**src/verilog/power_monitor.sv**
```systemverilog
// ------------------------------------------------
// Motor-voltage window check and ESPM comm watchdog
// comm_good is re-evaluated once per WDT_PERIOD cycles
// ------------------------------------------------

`timescale 1ns/1ps

module power_monitor #(
    parameter int WDT_PERIOD   = 491520,
    parameter int MV_NOMINAL   = 36570,
    parameter int MV_TOLERANCE = 3657
) (
    input  logic        sysclk,
    input  logic        rst_n_i,
    input  logic [15:0] mv_i,
    input  logic        mv_valid_i,
    input  logic        good_pulse_i,
    output logic        mv_good_o,
    output logic        comm_good_o
);

    localparam int MV_MIN = MV_NOMINAL - MV_TOLERANCE;
    localparam int MV_MAX = MV_NOMINAL + MV_TOLERANCE;
    localparam int CNT_W  = $clog2(WDT_PERIOD + 1);

    logic [15:0]      mv_q;
    logic [CNT_W-1:0] wdt_cnt;
    logic             seen_good;

    always_ff @(posedge sysclk) begin
        if (!rst_n_i) begin
            mv_q <= '0;             // Zero is outside the window
        end else if (mv_valid_i) begin
            mv_q <= mv_i;
        end
    end

    assign mv_good_o = (int'(mv_q) > MV_MIN) && (int'(mv_q) < MV_MAX);

    // ---------------- Watchdog ----------------
    always_ff @(posedge sysclk) begin
        if (!rst_n_i) begin
            wdt_cnt     <= '0;
            seen_good   <= 1'b0;
            comm_good_o <= 1'b1;
        end else if (wdt_cnt == CNT_W'(WDT_PERIOD - 1)) begin
            wdt_cnt     <= '0;
            comm_good_o <= seen_good || good_pulse_i;
            seen_good   <= 1'b0;
        end else begin
            wdt_cnt <= wdt_cnt + 1'b1;
            if (good_pulse_i) seen_good <= 1'b1;
        end
    end

endmodule

```
**config.mk**
```make
export PLATFORM = sky130hd
export DESIGN_NAME = power_monitor
export DESIGN_NICKNAME = d
export VERILOG_FILES = /design/src/verilog/power_monitor.sv
export SDC_FILE = /design/constraint.sdc
export NUM_CORES = 1
export LEC_CHECK = 0
export ABC_CLOCK_PERIOD_IN_PS = 2400
export BUFFER_PORTS_ARGS = -buffer_cell sky130_fd_sc_hd__buf_2
export CORE_MARGIN = 2
export CORE_UTILIZATION = 35
export CTS_CLUSTER_DIAMETER = 80
export DETAILED_ROUTE_END_ITERATION = 10
export GPL_ROUTABILITY_DRIVEN = 0
export PLACE_DENSITY = 0.64
export SETUP_SLACK_MARGIN = 0.4
export SYNTH_ARGS = -nofsm -noshare
export SYNTH_HDL_FRONTEND = slang
export SYNTH_SLANG_ARGS = --single-unit
```
**constraint.sdc**
```tcl
create_clock -name sysclk -period 2.4 [get_ports sysclk]
set_input_delay 0.12 -clock sysclk [delete_from_list [all_inputs] [get_ports sysclk]]
set_output_delay 0.12 -clock sysclk [all_outputs]
set_load 0.005 [all_outputs]
```
After elaboration in Yosys (flattened, before gate mapping) --
Index checks and enable logic that the tools add are counted.
Storage, ports and cells: register bits after elaboration 37, bits of input ports 20, output and inout bits 2, logic and storage cells 12
Operators by class: $add $sub $neg 1, magnitude comparators 2, equal/unequal tests 1, bitwise logic cells 1, reduce and logical (&&, ||, !) cells 3
Operator list (count):
- 19-bit by 1-bit adder with 19-bit output (second input constant) | 1
- 19-bit == test (second input constant) | 1
- 16-bit greater-than comparator (second input constant) | 1
- 16-bit less-than comparator (second input constant) | 1
- 2-bit OR reduction | 1
- 1-bit logical AND | 1
- 1-bit logical OR | 1
- 1-bit NOT | 1

Logic depth before layout (Yosys ltp) --
Gate-level depths: netlist (run 1).
word-level depth 2, mapped depth 6, mapped depth without buffers 5

Worst setup path before layout (run 1) --
OpenSTA, ideal clock, no wires.
path kind register to register, from register wdt_cnt[0], to register wdt_cnt[11], library setup time 117 ps, arrival 1694 ps, required time 2283 ps, slack 589 ps, stages on the path, launching flop included 7, path buffers 1, period minus slack after synthesis 1811 ps, cell sequence dfxtp_1 -> ha_1 -> nand2_1 -> or4_1 -> o21ai_2 -> buf_2 -> nor2_1
Between the ends: cells in the longest elaborated chain, start to end 2, elaborated cells between the ends (all ways) 3, those cells by class 1 x add/sub; 1 x eq/ne; 1 x reduce/logical
Ends and longest elaborated chain:
- from (decl) | RTL line 27 | logic [CNT_W-1:0] wdt_cnt;
- from (signal assigned) | RTL line 51 | wdt_cnt <= wdt_cnt + 1'b1;
- branches (longest 2 deep; another with 19-bit by 1-bit adder with 19-bit output)
Several ways; the timed one is not identified. A chain may end at the register's enable or synchronous reset.

Final worst setup path (run 1) --
from register mv_q[1], to output mv_good_o
Between the ends: cells in the longest elaborated chain, start to end 2, elaborated cells between the ends (all ways) 3, those cells by class 2 x order compare; 1 x reduce/logical
Ends and longest elaborated chain:
- from (decl) | RTL line 26 | logic [15:0] mv_q;
- from (signal assigned) | RTL line 34 | mv_q <= mv_i;
- 16-bit greater-than comparator or 16-bit less-than comparator (tied branches) | RTL line 38 | assign mv_good_o = (int'(mv_q) > MV_MIN) && (int'(mv_q) < MV_MAX);
- 1-bit logical AND * | RTL line 38
- to (decl) | RTL line 18 | output logic mv_good_o,
Every way passes the cells marked *; elsewhere a longest branch is shown, timed or not.

==> impl_metrics.json, run 1 <==
{
  "fmax_mhz": 520,
  "cap_violations": 0,
  "rows": 24,
  "synth-seq-cells": 37,
  "fin_area_sq_um": 1870,
  "core_area_sq_um": 4350,
  "worstSkewPairLatency_ps": 290,
  "port_buffers": 21,
  "cp_data_required_time_ps": 2280,
  "synth_area_sq_um": 1590,
  "met3_length_um": 173,
  "min_from": "good_pulse_i",
  "worst_pin_slew_ps": 670,
  "clockBufferDepth": 2,
  "max_slew_margin_pct": 55.3,
  "highest-signal-layer": "met4",
  "hpwlAfterDp_um": 2080,
  "fin_cells": 251,
  "crit_arrival_ps": 1800,
  "regToRegStartpoint": "wdt_cnt[0]",
  "final_common_cell": "dfxtp_1",
  "fin_tns_setup_ps": 0,
  "synth_cell_types": 35,
  "p_leak_uw": 0.000724,
  "start_util_pct": 36.5,
  "critical_path_class": "reg2out",
  "drt-initial-drc-count": 70,
  "power.density_nw_per_um2": 627,
  "finalPower_uw": 1170,
  "cts_buffers": 5,
  "dr_wl_met2_um": 1340,
  "mostFrequentLayoutCells": "dfxtp_1, nor2_1, buf_2, mux2i_1, nand3_1",
  "rrSetupSlack_ps": 560,
  "grt_max_degree": 23,
  "vias_per_cell": 5.11,
  "yosysSeqAreaShare_pct": 46.7,
  "synthesis.nets": 193,
  "htreeDepth": 2,
  "die_y_um": 71.4,
  "syn_inst": 172,
  "drc": 0,
  "cts-root-buf": "clkbuf_8",
  "ys_top_cells_by_area": "dfxtp_1, mux2i_1, nor2_1, nand3_1, xor2_1",
  "grt_pass1_wl_um": 5280,
  "clkTransAtPathRegs_ps": 70,
  "avgSynthCellArea_sq_um": 9.23,
  "drv_slew": 0,
  "antenna_found_initial": 0,
  "end_kind": "output port",
  "post_dp_cell_area_sq_um": 1740,
  "cts.sinks": 37,
  "grt_pass1_vias": 1200,
  "drt-pass1-iter-count": 4,
  "wl_met1_um": 1480,
  "cp-startpoint": "mv_q[1]",
  "ioPinCount": 22,
  "hold_violations": 0,
  "grt_overflow": 0,
  "hp-class": "in2reg",
  "rsz0062_at_grt": "true",
  "fp.dieW_um": 71.4,
  "dp_cells": 241,
  "cts_tree": "built",
  "grt_usage_pct": 12.9,
  "drive_gt1_share_pct": 20.6,
  "synth_top_area_share_pct": 46.7,
  "antennaDiodeCount": 0,
  "routed_wirelength_um": 3030,
  "syn2layout_area_growth_pct": 17.7,
  "ir_worst_vdd_mv": 0.420,
  "setup_viol": 0,
  "postRouteAntennaNets": 0,
  "crit_path_max_fanout": 3,
  "finalCritPeriodShare_pct": 80.1,
  "status": "complete, no violations",
  "yosysWarnings": 0,
  "cp-start-kind": "flop",
  "vias": 1283,
  "wire_per_inst_um": 12.1,
  "skew_ps": 7.70,
  "period_needed_ps": 1920,
  "yosysTopAreaCell": "dfxtp_1",
  "final_nets": 220,
  "die_area_sq_um": 5090
}
power by group:
part	internal (uW)	total (uW)	switching [uW]
sequential	635	652	16.4
clock	227	439	212
combinational	41.1	80.5	39.4
total	903	1170	268
area by class of cell:
class	count	area (sq um)
fillers	457	2490
multi-input cells	125	815
flip-flops and latches	37	741
repair buffers	26	143
clock buffers	6	82.6
well taps	52	65.1
inverters	4	15.0
clock inverters	1	7.51
critical path, cell delays in order (launching register included):
cell and delay [ps]:
dfxtp_1 330, a2111o_1 420, a2111oi_2 390, o31ai_1 100
a31oi_1 140, buf_2 130
per-stage QoR:
stage | setup slack [ps] | hold WS, ps | utilization [%]
global placement | 525 | 345 | 40.0
CTS | 413 | 54.3 | 42.1
finish | 478 | 60.3 | 42.9
detailed placement | 500 | 351 | 40.0
floorplan | 589 | 211 | -
global route | 382 | 78.9 | 42.9
Yosys cell counts:
cell,n
inv_1,4
nor2b_1,1
o31ai_1,6
a2111o_1,1
and4_1,1
or4b_1,1
buf_6,1
xnor2_1,5
ha_1,1
o21ai_0,2
a2111oi_0,1
clkbuf_1,4
a31oi_1,2
nor4_1,2
or4_1,5
nand2_1,6
nor3_1,5
a31o_2,1
nand4_1,3
o31a_1,1
nand4_2,1
and3_1,1
buf_2,1
nand2b_1,1
xor2_1,6
o21ai_2,1
nand3_1,11
o311ai_0,2
nor3b_1,2
nor2_1,32
mux2i_1,16
or2_2,2
a21oi_1,5
or3_1,1
dfxtp_1,37
logic make-up after synthesis:
family / synth area share (%)
AOI/OAI and AO/OA: 9.85
xor gates and xnor gates: 6.07
adders and majority gates: 0.788
buffers and inverters: 2.91
DFF: 46.7
muxes: 10.1
and+or+nand+nor: 23.6
worst paths after layout:
check             cells past startpoint          to
setup / recovery                      5   mv_good_o
hold / removal                        3   seen_good
setup reg to reg                      6  wdt_cnt[8]
hold reg to reg                       2   seen_good
flip-flops by register name, summed over array words and instances, names as in the netlist:
signal       count
wdt_cnt         19
mv_q            16
comm_good_o      1
seen_good        1
what timing repair did:
action / 4_1_cts / 5_1_grt
cloned: 0 / 0
setup buffers: 0 / 3
resized for setup: 1 / 3
pin swaps: 0 / 1
hold buffers: 0 / 0
endpoints found under the hold margin: 0 / 0
endpoints found under the setup margin: 1 / 16
metal layers:
| metal | up-vias | global-route usage [%] |
|---|---|---|
| li1 | 666 | - |
| met1 | 585 | 16.7 |
| met2 | 27 | 19.4 |
| met3 | 5 | 4.36 |
| met4 | 0 | 5.66 |
| met5 | - | 0 |
No activity file was read; power rests on OpenSTA's default activity.
==> run 2, diff against run 1 <==
--- a/config.mk
+++ b/config.mk
@@ -5,7 +5,7 @@
 export SDC_FILE = /design/constraint.sdc
 export NUM_CORES = 1
 export LEC_CHECK = 0
-export ABC_CLOCK_PERIOD_IN_PS = 2400
+export ABC_CLOCK_PERIOD_IN_PS = 1820
 export BUFFER_PORTS_ARGS = -buffer_cell sky130_fd_sc_hd__buf_2
 export CORE_MARGIN = 2
 export CORE_UTILIZATION = 35
==> constraint.sdc (replaced) <==
create_clock -name sysclk -period 1.82 [get_ports sysclk]
set_input_delay 0.091 -clock sysclk [delete_from_list [all_inputs] [get_ports sysclk]]
set_output_delay 0.091 -clock sysclk [all_outputs]
set_load 0.005 [all_outputs]
==> impl_metrics.json, run 2 (synthesized netlist as in run 1, its figures left out) <==
{
  "rsz0062_at_grt": "true",
  "postRouteAntennaNets": 0,
  "ioPinCount": 22,
  "regMostFlops": "wdt_cnt",
  "drv_slew": 0,
  "cts_hold_buf": 0,
  "reg2reg_depth": 6,
  "routed_wirelength_um": 4100,
  "cts_tree": "built",
  "crit_arrival_ps": 1740,
  "syn2layout_area_growth_pct": 54.7,
  "wire_per_inst_um": 14.2,
  "p_leak_uw": 0.000993,
  "setup_viol": 1,
  "cts_buffers": 5,
  "max_slew_margin_pct": 69.6,
  "port_buffers": 21,
  "clkPwrFrac_pct": 41.1,
  "end_kind": "output port",
  "post-route-util_pct": 56.4,
  "fin_cells": 288,
  "drt-initial-drc-count": 55,
  "hpwlAfterDp_um": 2130,
  "hold_depth": 3,
  "internal_power_uw": 1320,
  "status": "complete, but fails checks",
  "ir_worst_vdd_mv": 0.631,
  "vias_per_cell": 5.16,
  "combinationalPowerShare_pct": 9.2,
  "die_area_sq_um": 5090,
  "hold_ws_ps": 26.0,
  "drive_gt1_share_pct": 51.3,
  "clockBufferDepth": 2,
  "worstSkewPairLatency_ps": 300,
  "final_nets": 256,
  "core_area_sq_um": 4350,
  "power.density_nw_per_um2": 699,
  "grt_pass1_wl_um": 5990,
  "p_seq_share_pct": 49.6,
  "grt_usage_pct": 14.9,
  "dp_cells": 245,
  "die_y_um": 71.4,
  "drc": 0,
  "skew_ps": 6.34,
  "cp-start-kind": "flop",
  "hp-class": "in2reg",
  "cts.sinks": 37,
  "final_common_cell": "buf_4",
  "clkTransAtPathRegs_ps": 70,
  "grt_pass1_vias": 1372,
  "place_ws_ps": 63.3,
  "fmax_mhz": 547,
  "rows": 24,
  "crit_path_max_fanout": 2,
  "p_switching_uw": 396,
  "mostFrequentLayoutCells": "buf_4, nor2_1, buf_2, dfxtp_1, mux2i_1",
  "drt-pass1-iter-count": 4,
  "rrSetupSlack_ps": 180,
  "vias": 1487,
  "grt_max_degree": 20,
  "grt_overflow": 0,
  "largestRegisters": "wdt_cnt (19), mv_q (16)",
  "start_util_pct": 36.5,
  "antennaDiodeCount": 0,
  "cap_violations": 0,
  "cts-root-buf": "clkbuf_8",
  "hold_violations": 0,
  "critical_path_class": "reg2out",
  "layout_setup_ws_ps": -8.03,
  "finalCritPeriodShare_pct": 100,
  "cp_data_required_time_ps": 1730,
  "largest_reg_flops": 19,
  "swShare_pct": 23.1,
  "fp.dieW_um": 71.4,
  "htreeDepth": 2,
  "fin_tns_setup_ps": -8.03,
  "period_needed_ps": 1830,
  "antenna_found_initial": 0,
  "worst_pin_slew_ps": 456,
  "violations": "negative setup slack"
}
run 2: changes by cell type in the layout (fill, tap and decap cells not counted), moves of 3 or more:
cell | previous run | this run
buf_4 | 5 | 33
dfxtp_1 | 37 | 19
dfxtp_2 | 0 | 9
dfxtp_4 | 0 | 9
nor2_1 | 32 | 24
buf_6 | 0 | 7
a21oi_1 | 5 | 1
a21oi_2 | 0 | 4
nor2_2 | 0 | 4
nor2_4 | 0 | 4
or4_1 | 5 | 2
or4_4 | 0 | 3
run 2: final cells by class:
| class | instances | area (sq um) |
|---|---|---|
| sequential | 37 | 786 |
| tap | 52 | 65.1 |
| clock inverter | 2 | 35.0 |
| inverter | 4 | 15.0 |
| multi-input combinational | 125 | 1040 |
| timing repair buffer | 62 | 447 |
| fill | 396 | 1900 |
| clock buffer | 6 | 72.6 |
run 2: repair_timing:
| item | 4_1_cts | 5_1_grt |
|---|---|---|
| setup buffers | 23 | 12 |
| setup endpoints to repair | 21 | 21 |
| pin swaps | 21 | 7 |
| resized for setup | 34 | 34 |
run 2: metrics by stage:
step	power (uW)	area, sq um
final	1720	2460
after global routing	1790	2460
after CTS	1700	2240
after detailed placement	985	1830
after global placement	983	1830
after floorplan	947	1650
run 2: final timing paths:
check | start | to
min | mv_i[1] | mv_q[1]
max reg2reg | wdt_cnt[1] | wdt_cnt[4]
max | mv_q[0] | mv_good_o
min reg2reg | wdt_cnt[18] | wdt_cnt[18]
run 2: layer usage:
metal,GRT usage (%),part of all wire (%),vias up
met1,17.5,44,712
met5,0,0,-
met4,5.66,0.98,0
li1,-,-,740
met2,26.1,50,29
met3,3.66,4.5,6
run 2: power by group through the flow:
stage | Clock (uW) | Combinational, uW | Sequential (uW)
2_1_floorplan | 0 | 73.7 | 873
3_3_place_gp | 0 | 106 | 877
3_5_place_dp | 0 | 106 | 879
4_1_cts | 708 | 139 | 856
5_1_grt | 755 | 176 | 855
6_report | 706 | 159 | 851
run 2: critical path: stages (launching register included):
cell	delay (ps)
dfxtp_2	320
a2111o_1	440
a2111oi_4	300
o31ai_1	90
a31oi_1	150
buf_2	130
==> run 3, diff against run 2 <==
--- a/config.mk
+++ b/config.mk
@@ -12,8 +12,11 @@
 export CTS_CLUSTER_DIAMETER = 80
 export DETAILED_ROUTE_END_ITERATION = 10
 export GPL_ROUTABILITY_DRIVEN = 0
+export GPL_TIMING_DRIVEN = 0
 export PLACE_DENSITY = 0.64
+export RECOVER_POWER = 50
 export SETUP_SLACK_MARGIN = 0.4
+export SLEW_MARGIN = 20
 export SYNTH_ARGS = -nofsm -noshare
 export SYNTH_HDL_FRONTEND = slang
 export SYNTH_SLANG_ARGS = --single-unit
==> impl_metrics.json, run 3 (synthesized netlist as in run 1, its figures left out) <==
{
  "min_from": "mv_i[12]",
  "vias": 1404,
  "cp-start-kind": "flop",
  "p_leak_uw": 0.000892,
  "hold_violations": 0,
  "vias_per_cell": 5.11,
  "wl_met1_um": 1650,
  "largestRegisters": "wdt_cnt (19), mv_q (16)",
  "worst_pin_slew_ps": 697,
  "internal_power_uw": 1170,
  "die_y_um": 71.4,
  "cts_tree": "built",
  "ir_worst_vdd_mv": 0.477,
  "swShare_pct": 24.6,
  "core_area_sq_um": 4350,
  "end_kind": "output port",
  "dr_wl_met2_um": 1790,
  "largest_reg_flops": 19,
  "cts.sinks": 37,
  "postRouteAntennaNets": 0,
  "met3_length_um": 189,
  "violations": "negative setup slack",
  "crit_chain": "a2111o_1, a2111oi_4, o31ai_1, a31oi_1, buf_2",
  "max_stage_delay_ps": 440,
  "regToRegStartpoint": "wdt_cnt[0]",
  "dp_cells": 244,
  "rows": 24,
  "cp_slowest_cell": "a2111o_1",
  "fp.dieW_um": 71.4,
  "antenna_found_initial": 0,
  "regMostFlops": "wdt_cnt",
  "hpwlAfterDp_um": 2200,
  "mostFrequentLayoutCells": "nor2_1, dfxtp_1, buf_2, mux2i_1, buf_4",
  "crit_path_max_fanout": 2,
  "combinationalPowerShare_pct": 9.7,
  "fin_cells": 275,
  "grt_max_degree": 12,
  "cts-root-buf": "clkbuf_8",
  "fmax_mhz": 542,
  "clockBufferDepth": 2,
  "p_switching_uw": 383,
  "syn2layout_area_growth_pct": 45.2,
  "skew_ps": 3.82,
  "max_slew_margin_pct": 53.5,
  "ioPinCount": 22,
  "crit_arrival_ps": 1750,
  "grt_overflow": 0,
  "cp_data_required_time_ps": 1730,
  "grt_pass1_wl_um": 5910,
  "htreeDepth": 2,
  "post_dp_cell_area_sq_um": 1810,
  "die_area_sq_um": 5090,
  "fin_tns_setup_ps": -24.5,
  "finalCritPeriodShare_pct": 101,
  "hold_ws_ps": 30.1,
  "worstSkewPairLatency_ps": 290,
  "fin_area_sq_um": 2300,
  "antennaDiodeCount": 0,
  "cap_violations": 0,
  "worst-path-buf-inv": 1,
  "drive_gt1_share_pct": 42.6,
  "critical_path_class": "reg2out",
  "hp-class": "in2reg",
  "drc": 0,
  "period_needed_ps": 1840,
  "grt_pass1_vias": 1360,
  "clkTransAtPathRegs_ps": 70,
  "clkPwrFrac_pct": 35.5,
  "drv_slew": 0,
  "highest-signal-layer": "met4",
  "drt-pass1-iter-count": 4,
  "drt-initial-drc-count": 34,
  "layout_setup_ws_ps": -24.5,
  "rsz0062_at_grt": "true",
  "port_buffers": 20,
  "wire_per_inst_um": 13.4,
  "status": "complete, but fails checks",
  "final_nets": 243,
  "final_common_cell": "nor2_1",
  "cp-startpoint": "mv_q[0]",
  "grt_usage_pct": 14.9,
  "power.density_nw_per_um2": 674,
  "routed_wirelength_um": 3680,
  "p_seq_share_pct": 54.8,
  "cpLargestDelayFamily": "compound AO/OA/AOI/OAI gates",
  "start_util_pct": 36.5,
  "cts_hold_buf": 0,
  "setup_viol": 1,
  "cts_buffers": 5
}
==> run 3: power by group through the flow <==
stage,registers (uW),logic (uW),clock network [uW]
after floorplan,873,73.7,0
after global placement,878,109,0
after detailed placement,879,109,0
after CTS,859,132,567
after global routing,854,171,609
final,852,151,551
==> run 3: layout make-up <==
| type | instances | area [sq um] |
|---|---|---|
| buffer | 6 | 37.5 |
| clock buffer | 6 | 72.6 |
| clock inverter | 2 | 10.0 |
| fill | 386 | 2050 |
| inverter | 4 | 15.0 |
| multi-input combinational | 125 | 1020 |
| sequential | 37 | 781 |
| tap | 52 | 65.1 |
| timing repair buffer | 43 | 305 |
==> run 3: routing by layer <==
metal  track usage (%)  vias to the layer above
met4              5.66                        0
met5                 0                        -
met1              16.7                      654
li1                  -                      717
met2              25.5                       27
met3              5.77                        6
==> run 3: worst register-to-register path, stage by stage, from the launching register on <==
cell     delay, ps
dfxtp_1        400
ha_4           170
nand2_4         50
or4_4          520
o21ai_4        270
buf_6          180
nor2_1          60
==> run 3: path summary, 6_finish.rpt <==
| kind | to | slack (ps) | depth (start not counted) |
|---|---|---|---|
| worst min-delay path | mv_q[12] | 30 | 3 |
| worst max register to register | wdt_cnt[6] | 70 | 6 |
| worst max-delay path | mv_good_o | -20 | 5 |
| worst min register to register | wdt_cnt[14] | 490 | 2 |
==> run 3: per-stage QoR <==
stage | total power [uW] | util, % | worst slack (ps)
floorplan | 947 | - | 231
global placement | 987 | 41.6 | 16.8
detailed placement | 988 | 41.6 | 51.2
CTS | 1560 | 50.3 | -26.2
global route | 1630 | 52.9 | -133
finish | 1550 | 52.9 | -24.5
==> run 3: timing repair <==
item                                    CTS  global route
cloned                                    1             0
pin swaps                                16             7
endpoints found under the setup margin   21            21
gates resized for setup                  32            30
buffers inserted                         18             4
